$ cat config.mk
export PLATFORM = sky130hd
export DESIGN_NAME = fscpu
export DESIGN_NICKNAME = d
export VERILOG_FILES = /design/src/fscpu_pkg.sv /design/src/req_decoder.sv /design/src/motor_channel.sv /design/src/discharge_pwm.sv /design/src/done_tracker.sv /design/src/fscpu.sv
export SDC_FILE = /design/constraint.sdc
export NUM_CORES = 1
export LEC_CHECK = 0
export BUFFER_PORTS_ARGS = -buffer_cell sky130_fd_sc_hd__buf_2
export CAP_MARGIN = 0
export CORE_AREA = 2 2 199 201
export CTS_BUF_LIST = sky130_fd_sc_hd__clkbuf_16
export DETAILED_ROUTE_END_ITERATION = 16
export DIE_AREA = 0 0 201 203
export HOLD_SLACK_MARGIN = 0.05
export PLACE_DENSITY = 0.71
export SYNTH_ARGS = -nofsm -noshare
export SYNTH_HDL_FRONTEND = slang
export SYNTH_SLANG_ARGS = --single-unit
$ cat constraint.sdc
create_clock -name clk -period 5.9 [get_ports clk]
set_input_delay 0.295 -clock clk [delete_from_list [all_inputs] [get_ports clk]]
set_output_delay 0.295 -clock clk [all_outputs]
set_load 0.02 [all_outputs]
$ cat src/fscpu_pkg.sv
package fscpu_pkg;

	// device indexes, also the device's bit in every bitmap
	localparam int dev_motor_lp  = 0;
	localparam int dev_motor_rp  = 1;
	localparam int dev_discharge = 8;

	localparam int dev_num = 9;

	// control commands
	localparam int req_cfg  = 29;
	localparam int req_exe  = 30;
	localparam int req_stop = 31;

	typedef logic [31:0] cmd_t;
	typedef logic [31:0] par_t;

	typedef logic [31:0] speed_t;
	typedef logic [31:0] step_t;

	typedef logic [dev_num-1:0] dev_bmp_t;

	// pwm period, duty and position in period
	typedef logic [15:0] pwm_cnt_t;
	// number of whole periods in a phase
	typedef logic [31:0] pwm_num_t;

	typedef enum logic [2:0] {
		motor_idle,
		motor_issue,
		motor_wait_busy,
		motor_run,
		motor_done
	} motor_state_t;

	typedef enum logic [1:0] {
		pwm_idle,
		pwm_phase0,
		pwm_phase1,
		pwm_done
	} pwm_phase_t;

endpackage

$ cat src/req_decoder.sv
`timescale 1ns/1ps

module req_decoder (
	input  logic                clk,
	input  logic                resetn,

	input  logic                req_en,
	input  fscpu_pkg::cmd_t     req_cmd,
	input  fscpu_pkg::par_t     req_par0,
	input  fscpu_pkg::par_t     req_par1,
	input  fscpu_pkg::par_t     req_par2,
	input  fscpu_pkg::par_t     req_par3,

	input  logic                run_done,

	output fscpu_pkg::dev_bmp_t staged_bmp,

	output fscpu_pkg::speed_t   lp_speed,
	output fscpu_pkg::speed_t   rp_speed,
	output fscpu_pkg::step_t    lp_step,
	output fscpu_pkg::step_t    rp_step,
	output logic                lp_dir,
	output logic                rp_dir,

	output fscpu_pkg::pwm_cnt_t duty0,
	output fscpu_pkg::pwm_cnt_t duty1,
	output fscpu_pkg::pwm_cnt_t pwm_period,
	output fscpu_pkg::pwm_num_t count0,
	output fscpu_pkg::pwm_num_t count1
);

	fscpu_pkg::dev_bmp_t staged_base;

	// completion drops whatever was staged for the finished run
	assign staged_base = run_done ? '0 : staged_bmp;

	// left push motor, dir bit high means moving back
	always_ff @(posedge clk) begin
		if (req_en && req_cmd == fscpu_pkg::dev_motor_lp) begin
			lp_speed <= req_par1;
			lp_step  <= req_par2;
			lp_dir   <= req_par0[1];
		end
	end

	// right push motor
	always_ff @(posedge clk) begin
		if (req_en && req_cmd == fscpu_pkg::dev_motor_rp) begin
			rp_speed <= req_par1;
			rp_step  <= req_par2;
			rp_dir   <= req_par0[1];
		end
	end

	// discharge, two duties packed in par0
	always_ff @(posedge clk) begin
		if (!resetn) begin
			count0 <= '0;
			count1 <= '0;
		end else if (req_en && req_cmd == fscpu_pkg::dev_discharge) begin
			count0 <= req_par1;
			count1 <= req_par2;
		end
	end

	always_ff @(posedge clk) begin
		if (req_en && req_cmd == fscpu_pkg::dev_discharge) begin
			duty0 <= req_par0[15:0];
			duty1 <= req_par0[31:16];
		end
	end

	// config, par3 is reserved and ignored
	always_ff @(posedge clk) begin
		if (!resetn) begin
			pwm_period <= '0;
		end else if (req_en && req_cmd == fscpu_pkg::req_cfg) begin
			pwm_period <= req_par0[15:0];
		end
	end

	always_ff @(posedge clk) begin
		if (!resetn) begin
			staged_bmp <= '0;
		end else if (req_en) begin
			case (req_cmd)
			fscpu_pkg::dev_motor_lp:
				staged_bmp <= staged_base | (fscpu_pkg::dev_bmp_t'(1) << fscpu_pkg::dev_motor_lp);
			fscpu_pkg::dev_motor_rp:
				staged_bmp <= staged_base | (fscpu_pkg::dev_bmp_t'(1) << fscpu_pkg::dev_motor_rp);
			fscpu_pkg::dev_discharge:
				staged_bmp <= staged_base | (fscpu_pkg::dev_bmp_t'(1) << fscpu_pkg::dev_discharge);
			fscpu_pkg::req_cfg, fscpu_pkg::req_exe:
				staged_bmp <= staged_base;
			// stop and unknown commands
			default:
				staged_bmp <= '0;
			endcase
		end else begin
			staged_bmp <= staged_base;
		end
	end

endmodule

$ cat src/motor_channel.sv
`timescale 1ns/1ps

module motor_channel (
	input  logic              clk,
	input  logic              resetn,

	input  logic              enable,
	input  fscpu_pkg::speed_t speed_in,
	input  fscpu_pkg::step_t  step_in,
	input  logic              dir_in,

	// stepper driver
	input  logic              state,
	output logic              start,
	output logic              stop,
	output fscpu_pkg::speed_t speed,
	output fscpu_pkg::step_t  step,
	output logic              dir,

	output logic              finished
);

	fscpu_pkg::motor_state_t cur;

	assign finished = (cur == fscpu_pkg::motor_done);

	always_ff @(posedge clk) begin
		if (!resetn) begin
			cur   <= fscpu_pkg::motor_idle;
			start <= 1'b0;
			stop  <= 1'b0;
		end else begin
			start <= 1'b0;
			stop  <= 1'b0;
			case (cur)
			fscpu_pkg::motor_idle: begin
				if (enable) begin
					cur   <= fscpu_pkg::motor_issue;
					start <= 1'b1;
				end
			end
			fscpu_pkg::motor_issue: begin
				cur <= fscpu_pkg::motor_wait_busy;
			end
			fscpu_pkg::motor_wait_busy: begin
				if (!enable) begin
					cur  <= fscpu_pkg::motor_idle;
					stop <= 1'b1;
				end else if (state) begin
					cur <= fscpu_pkg::motor_run;
				end
			end
			fscpu_pkg::motor_run: begin
				if (!enable) begin
					cur  <= fscpu_pkg::motor_idle;
					stop <= 1'b1;
				end else if (!state) begin
					cur <= fscpu_pkg::motor_done;
				end
			end
			fscpu_pkg::motor_done: begin
				// hold until the run is released
				if (!enable)
					cur <= fscpu_pkg::motor_idle;
			end
			default: cur <= fscpu_pkg::motor_idle;
			endcase
		end
	end

	// settings stay put for the whole move
	always_ff @(posedge clk) begin
		if (cur == fscpu_pkg::motor_idle && enable) begin
			speed <= speed_in;
			step  <= step_in;
			dir   <= dir_in;
		end
	end

	a_start_single: assert property (@(posedge clk) disable iff (!resetn)
		start |=> !start);

endmodule

$ cat src/discharge_pwm.sv
`timescale 1ns/1ps

module discharge_pwm (
	input  logic                clk,
	input  logic                resetn,

	input  logic                enable,
	input  fscpu_pkg::pwm_cnt_t pwm_period,
	input  fscpu_pkg::pwm_cnt_t duty0,
	input  fscpu_pkg::pwm_cnt_t duty1,
	input  fscpu_pkg::pwm_num_t count0,
	input  fscpu_pkg::pwm_num_t count1,

	output logic                drive,
	output logic                finished
);

	fscpu_pkg::pwm_phase_t phase, phase_nxt;
	fscpu_pkg::pwm_cnt_t   cnt, cnt_nxt;
	fscpu_pkg::pwm_num_t   num, num_nxt;
	logic                  wrap;

	assign wrap     = ({1'b0, cnt} + 17'd1) >= {1'b0, pwm_period};
	assign finished = (phase == fscpu_pkg::pwm_done);

	always_comb begin
		phase_nxt = phase;
		cnt_nxt   = wrap ? '0 : cnt + 16'd1;
		num_nxt   = num;
		case (phase)
		fscpu_pkg::pwm_idle: begin
			cnt_nxt = '0;
			num_nxt = '0;
			// empty phases are skipped
			if (count0 != '0)
				phase_nxt = fscpu_pkg::pwm_phase0;
			else if (count1 != '0)
				phase_nxt = fscpu_pkg::pwm_phase1;
			else
				phase_nxt = fscpu_pkg::pwm_done;
		end
		fscpu_pkg::pwm_phase0: begin
			if (wrap) begin
				num_nxt = num + 32'd1;
				if (num + 32'd1 == count0) begin
					num_nxt   = '0;
					phase_nxt = (count1 != '0) ? fscpu_pkg::pwm_phase1 : fscpu_pkg::pwm_done;
				end
			end
		end
		fscpu_pkg::pwm_phase1: begin
			if (wrap) begin
				num_nxt = num + 32'd1;
				if (num + 32'd1 == count1)
					phase_nxt = fscpu_pkg::pwm_done;
			end
		end
		default: cnt_nxt = '0;
		endcase
		if (!enable)
			phase_nxt = fscpu_pkg::pwm_idle;
	end

	always_ff @(posedge clk) begin
		if (!resetn) begin
			phase <= fscpu_pkg::pwm_idle;
			cnt   <= '0;
			num   <= '0;
			drive <= 1'b0;
		end else begin
			phase <= phase_nxt;
			cnt   <= cnt_nxt;
			num   <= num_nxt;
			drive <= (phase_nxt == fscpu_pkg::pwm_phase0 && cnt_nxt < duty0) ||
				(phase_nxt == fscpu_pkg::pwm_phase1 && cnt_nxt < duty1);
		end
	end

	a_drive_quiet: assert property (@(posedge clk) disable iff (!resetn)
		(phase == fscpu_pkg::pwm_idle || phase == fscpu_pkg::pwm_done) |-> !drive);

endmodule

$ cat src/done_tracker.sv
`timescale 1ns/1ps

module done_tracker (
	input  logic                clk,
	input  logic                resetn,

	input  logic                req_en,
	input  fscpu_pkg::cmd_t     req_cmd,
	input  fscpu_pkg::dev_bmp_t staged_bmp,
	input  fscpu_pkg::dev_bmp_t finished_bmp,

	output fscpu_pkg::dev_bmp_t oper_bmp,
	output logic                run_done,
	output logic                req_done
);

	logic exe_acc;
	logic stop_acc;

	assign exe_acc  = req_en && req_cmd == fscpu_pkg::req_exe;
	assign stop_acc = req_en && req_cmd == fscpu_pkg::req_stop;

	// every operating device has finished
	assign run_done = (oper_bmp != '0) && ((finished_bmp & oper_bmp) == oper_bmp);

	always_ff @(posedge clk) begin
		if (!resetn)
			oper_bmp <= '0;
		else if (exe_acc)
			oper_bmp <= staged_bmp;
		else if (stop_acc || run_done)
			oper_bmp <= '0;
	end

	// sticky until the next accepted command
	always_ff @(posedge clk) begin
		if (!resetn)
			req_done <= 1'b0;
		else if (req_en)
			req_done <= 1'b0;
		else if (run_done)
			req_done <= 1'b1;
	end

	a_release_run: assert property (@(posedge clk) disable iff (!resetn)
		run_done && !exe_acc |=> oper_bmp == '0);

endmodule

$ cat src/fscpu.sv
`timescale 1ns/1ps

module fscpu (
	input  logic              clk,
	input  logic              resetn,

	input  logic              req_en,
	input  fscpu_pkg::cmd_t   req_cmd,
	input  fscpu_pkg::par_t   req_par0,
	input  fscpu_pkg::par_t   req_par1,
	input  fscpu_pkg::par_t   req_par2,
	input  fscpu_pkg::par_t   req_par3,
	output logic              req_done,

	// left push motor driver
	output logic              ml_start,
	output logic              ml_stop,
	output fscpu_pkg::speed_t ml_speed,
	output fscpu_pkg::step_t  ml_step,
	output logic              ml_dir,
	input  logic              ml_state,

	// right push motor driver
	output logic              mr_start,
	output logic              mr_stop,
	output fscpu_pkg::speed_t mr_speed,
	output fscpu_pkg::step_t  mr_step,
	output logic              mr_dir,
	input  logic              mr_state,

	output logic              discharge_drive
);

	fscpu_pkg::dev_bmp_t staged_bmp;
	fscpu_pkg::dev_bmp_t oper_bmp;
	fscpu_pkg::dev_bmp_t finished_bmp;
	logic                run_done;

	fscpu_pkg::speed_t   lp_speed, rp_speed;
	fscpu_pkg::step_t    lp_step, rp_step;
	logic                lp_dir, rp_dir;
	fscpu_pkg::pwm_cnt_t duty0, duty1, pwm_period;
	fscpu_pkg::pwm_num_t count0, count1;

	logic                lp_finished, rp_finished, dis_finished;

	req_decoder u_req_decoder (
		.clk        (clk),
		.resetn     (resetn),
		.req_en     (req_en),
		.req_cmd    (req_cmd),
		.req_par0   (req_par0),
		.req_par1   (req_par1),
		.req_par2   (req_par2),
		.req_par3   (req_par3),
		.run_done   (run_done),
		.staged_bmp (staged_bmp),
		.lp_speed   (lp_speed),
		.rp_speed   (rp_speed),
		.lp_step    (lp_step),
		.rp_step    (rp_step),
		.lp_dir     (lp_dir),
		.rp_dir     (rp_dir),
		.duty0      (duty0),
		.duty1      (duty1),
		.pwm_period (pwm_period),
		.count0     (count0),
		.count1     (count1)
	);

	motor_channel u_motor_lp (
		.clk      (clk),
		.resetn   (resetn),
		.enable   (oper_bmp[fscpu_pkg::dev_motor_lp]),
		.speed_in (lp_speed),
		.step_in  (lp_step),
		.dir_in   (lp_dir),
		.state    (ml_state),
		.start    (ml_start),
		.stop     (ml_stop),
		.speed    (ml_speed),
		.step     (ml_step),
		.dir      (ml_dir),
		.finished (lp_finished)
	);

	motor_channel u_motor_rp (
		.clk      (clk),
		.resetn   (resetn),
		.enable   (oper_bmp[fscpu_pkg::dev_motor_rp]),
		.speed_in (rp_speed),
		.step_in  (rp_step),
		.dir_in   (rp_dir),
		.state    (mr_state),
		.start    (mr_start),
		.stop     (mr_stop),
		.speed    (mr_speed),
		.step     (mr_step),
		.dir      (mr_dir),
		.finished (rp_finished)
	);

	discharge_pwm u_discharge (
		.clk        (clk),
		.resetn     (resetn),
		.enable     (oper_bmp[fscpu_pkg::dev_discharge]),
		.pwm_period (pwm_period),
		.duty0      (duty0),
		.duty1      (duty1),
		.count0     (count0),
		.count1     (count1),
		.drive      (discharge_drive),
		.finished   (dis_finished)
	);

	// unused device slots never report finished
	always_comb begin
		finished_bmp = '0;
		finished_bmp[fscpu_pkg::dev_motor_lp]  = lp_finished;
		finished_bmp[fscpu_pkg::dev_motor_rp]  = rp_finished;
		finished_bmp[fscpu_pkg::dev_discharge] = dis_finished;
	end

	done_tracker u_done_tracker (
		.clk          (clk),
		.resetn       (resetn),
		.req_en       (req_en),
		.req_cmd      (req_cmd),
		.staged_bmp   (staged_bmp),
		.finished_bmp (finished_bmp),
		.oper_bmp     (oper_bmp),
		.run_done     (run_done),
		.req_done     (req_done)
	);

endmodule

==> results_dict.tcl <==
set metrics [dict create \
    run_status "finished, final reports clean" \
    first_iter_violations 1006 \
    r2r_start "u_discharge.cnt[0]$_SDFF_PN0_" \
    setup.worst_path.end_class "register" \
    dp_hpwl_mm 31.5 \
    fmaxAchievable_mhz 189 \
    synth_cell_type_count 78 \
    drt.antenna.violating_nets 0 \
    cellPowerDensity_nw_per_um2 271 \
    die_width_um 201 \
    start_util_pct 49.6 \
    fin_crit_sh_pct 89.9 \
    cts_buffer_depth 3 \
    grt_first_pass_wirelength_mm 71.9 \
    path_clk_slew_ns 0.06 \
    num_rows 72 \
    area_growth_pct 22.2 \
    cp-start-kind "register" \
    ys.flop_type "edfxtp_1" \
    layout.nets 2180 \
    root_buffer "clkbuf_16" \
    place.gp.congestion 0.914 \
    maxSlewHeadroom_pct 26.7 \
    hold_viol_final 0 \
    hold_depth 5 \
    p_leak_nw 8.57 \
    ios 301 \
    grt.overflow.total 0 \
    clkLatencyLatePin_ns 0.56 \
    grt_usage_pct 22.4 \
    clock_skew_ns 0.0110 \
    path_max_fanout 9 \
    stdcell_area_sq_um 23300 \
    holdPathEnd "u_req_decoder.staged_bmp[0]$_SDFF_PN0_" \
    min_path_type "input port to register" \
    seq_area_frac_synth_pct 62.7 \
    post_dp_cell_area_sq_um 20900 \
    timing.rr.end "u_discharge.drive$_SDFF_PN0_" \
    post_cts_resized 0 \
    synth_area_sq_um 19100 \
    final_cell_mix "edfxtp_1, buf_2, nand2_1" \
    period_minus_slack_ns 5.30 \
    synth-seq-cells 452 \
    critPathKind "register to register" \
    setup_viol 0 \
    grt_pass1_vias 13200 \
    worst_pin_slew_ns 1.10 \
    finalNonFillerCells 2515 \
    cts_buffers 45 \
    required_ns 6.39 \
    dieHeight_um 203 \
    cts_tree "built" \
    setup_tns_ns 0 \
    antenna_found_initial 0 \
    portBuffers 268 \
    cp-startpoint "u_discharge.cnt[0]$_SDFF_PN0_" \
    cap_violations 0 \
    cts_hold_buf 99 \
    firstDrtPassIters 5 \
    drc 0 \
    netlist_instances 1616 \
    syn-num-nets 1833 \
    core_area_sq_um 38500 \
    wl_per_cell_um 18.3 \
    final_layout_size_suffix_gt1_share_pct 19.1 \
    ff2ff_setup_slack_ns 0.60 \
    cts_setup_buffers 0 \
    fill_cells 3101 \
    cts.sinks 452 \
    slew_viol_final 0 \
    vias_per_cell 5.35 \
    vias 13500 \
    vdd_drop_max_mv 0.209 \
    place_inst 2335 \
    hold_path.startpoint "req_cmd[3]" \
    diodes 0 \
    critical_path_arrival_ns 5.80 \
    wirelength_mm 46.0 \
    grt_max_degree 67 \
    rsz0062_at_grt "false" \
    syn_area_per_cell_sq_um 11.8 \
    final_common_cell "edfxtp_1" \
    htreeDepth 2 \
    r2r_cells 23 \
    synth-async-reset-ratio_pct 0 \
    ys_warn_count 0 \
    dieArea_sq_um 40800 \
    synth_edf_count 292 \
]
cells in the mapped netlist (4+ instances only):
| master | number | area share [%] |
|---|---|---|
| clkbuf_1 | 58 | 1.1 |
| o2111ai_1 | 7 | 0.32 |
| a21o_1 | 11 | 0.43 |
| nor4_1 | 43 | 1.4 |
| a21oi_1 | 39 | 1.0 |
| o211ai_1 | 14 | 0.55 |
| nor3b_1 | 8 | 0.31 |
| edfxtp_1 | 292 | 46 |
| nor2_1 | 89 | 1.8 |
| nand3b_1 | 6 | 0.24 |
| a21boi_0 | 66 | 2.6 |
| mux2i_1 | 22 | 1.2 |
| and3_1 | 13 | 0.43 |
| nand2b_1 | 15 | 0.49 |
| nor2b_1 | 38 | 1.2 |
| nand2_1 | 209 | 4.1 |
| and2_1 | 9 | 0.30 |
| o21ai_0 | 31 | 0.81 |
| nand4b_1 | 5 | 0.23 |
| nand4_1 | 46 | 1.5 |
| a22oi_1 | 11 | 0.43 |
| or4_1 | 4 | 0.16 |
| ha_1 | 52 | 3.4 |
| o311ai_0 | 5 | 0.23 |
| inv_1 | 87 | 1.7 |
| dfxtp_1 | 160 | 17 |
| a211oi_1 | 7 | 0.28 |
| xor2_1 | 31 | 1.4 |
| and4_1 | 7 | 0.32 |
| or3_1 | 4 | 0.13 |
| or4_4 | 4 | 0.24 |
| buf_1 | 5 | 0.098 |
| or2_2 | 8 | 0.26 |
| nor3_1 | 26 | 0.68 |
| a31oi_1 | 15 | 0.49 |
| nand3_1 | 46 | 1.2 |
| xnor2_1 | 44 | 2.0 |
| buf_2 | 10 | 0.26 |
routing by layer:
metal  up-vias  GRT usage, %  part of all wire [%]
li1       6566             -                     -
met1      6430          28.3                    43
met2       392          39.2                    49
met3        69          4.27                   5.9
met4         0          6.93                   2.3
met5         -             0                     0
cell families (layout without fill, tap and decap cells):
| group | count (synthesis) | after routing | synth area share, % |
|---|---|---|---|
| AO/OA/AOI/OAI | 247 | 247 | 9.10 |
| XOR/XNOR | 79 | 79 | 3.92 |
| adder cells (fa/ha/maj) | 52 | 52 | 3.41 |
| buffers and inverters | 167 | 548 | 3.55 |
| flip-flops | 452 | 452 | 62.7 |
| multiplexers | 23 | 23 | 1.23 |
| AND/OR/NAND/NOR | 596 | 596 | 16.0 |
worst max path at each step:
| stage | endpoint | cells past startpoint |
|---|---|---|
| final | u_discharge.drive$_SDFF_PN0_ | 23 |
| after global routing | u_discharge.drive$_SDFF_PN0_ | 24 |
| after CTS | u_discharge.drive$_SDFF_PN0_ | 24 |
| after detailed placement | u_discharge.drive$_SDFF_PN0_ | 24 |
| after global placement | u_discharge.drive$_SDFF_PN0_ | 24 |
| after floorplan | u_discharge.drive$_SDFF_PN0_ | 24 |
metrics by stage:
stage	hold slack (ns)	total power [mW]	util (%)	setup slack, ns
floorplan	0.394	3.44	-	1.53
global placement	0.400	3.50	54.2	0.757
detailed placement	0.405	3.51	54.2	0.609
CTS	0.283	6.37	60.6	0.590
global route	0.354	6.52	60.6	0.0322
finish	0.311	6.32	60.6	0.596
flip-flops by register name, indices dropped and copies added, names as in the netlist, 32 cells and up:
register and count:
u_motor_lp.step 32, u_req_decoder.rp_step 32, u_req_decoder.lp_step 32, u_req_decoder.count1 32
u_discharge.num 32, u_motor_rp.step 32, u_motor_lp.speed 32, u_req_decoder.rp_speed 32
u_req_decoder.lp_speed 32, u_motor_rp.speed 32, u_req_decoder.count0 32
report_power, final:
group	switching [mW]	internal (mW)	total [mW]	leakage [nW]
sequential	0.000000000209	3.35	3.35	3.91
combinational	0.0600	0.0856	0.146	3.92
clock	1.18	1.65	2.83	0.739
total	1.24	5.09	6.32	8.57
critical path, cell delays in order, from the launching register on:
cell and delay (ns):
dfxtp_1 0.45, ha_1 0.26, nand3_1 0.08, or2_2 0.32, nor2b_1 0.27, nand3_1 0.14, xor2_1 0.31, inv_1 0.08
ha_1 0.30, a21oi_1 0.13, nor2b_1 0.06, a311oi_1 0.32, nand4_1 0.44, nor2_1 0.32, ha_1 0.29, a21o_1 0.16
a21o_1 0.17, a21oi_1 0.21, nor3_1 0.07, a2111oi_0 0.30, o21ai_0 0.13, a41oi_1 0.18, nand3_1 0.10, mux2i_1 0.15
area by class of cell:
cell class,instances,area (sq um),share of cell area (%)
sequential,452,12000,51.4
clock buffer,45,1130,4.83
multi-input combinational,997,6480,27.8
tap,518,648,2.78
clock inverter,36,329,1.41
inverter,87,328,1.41
timing repair buffer,380,2430,10.4
Power figures use the tool's default switching activity.
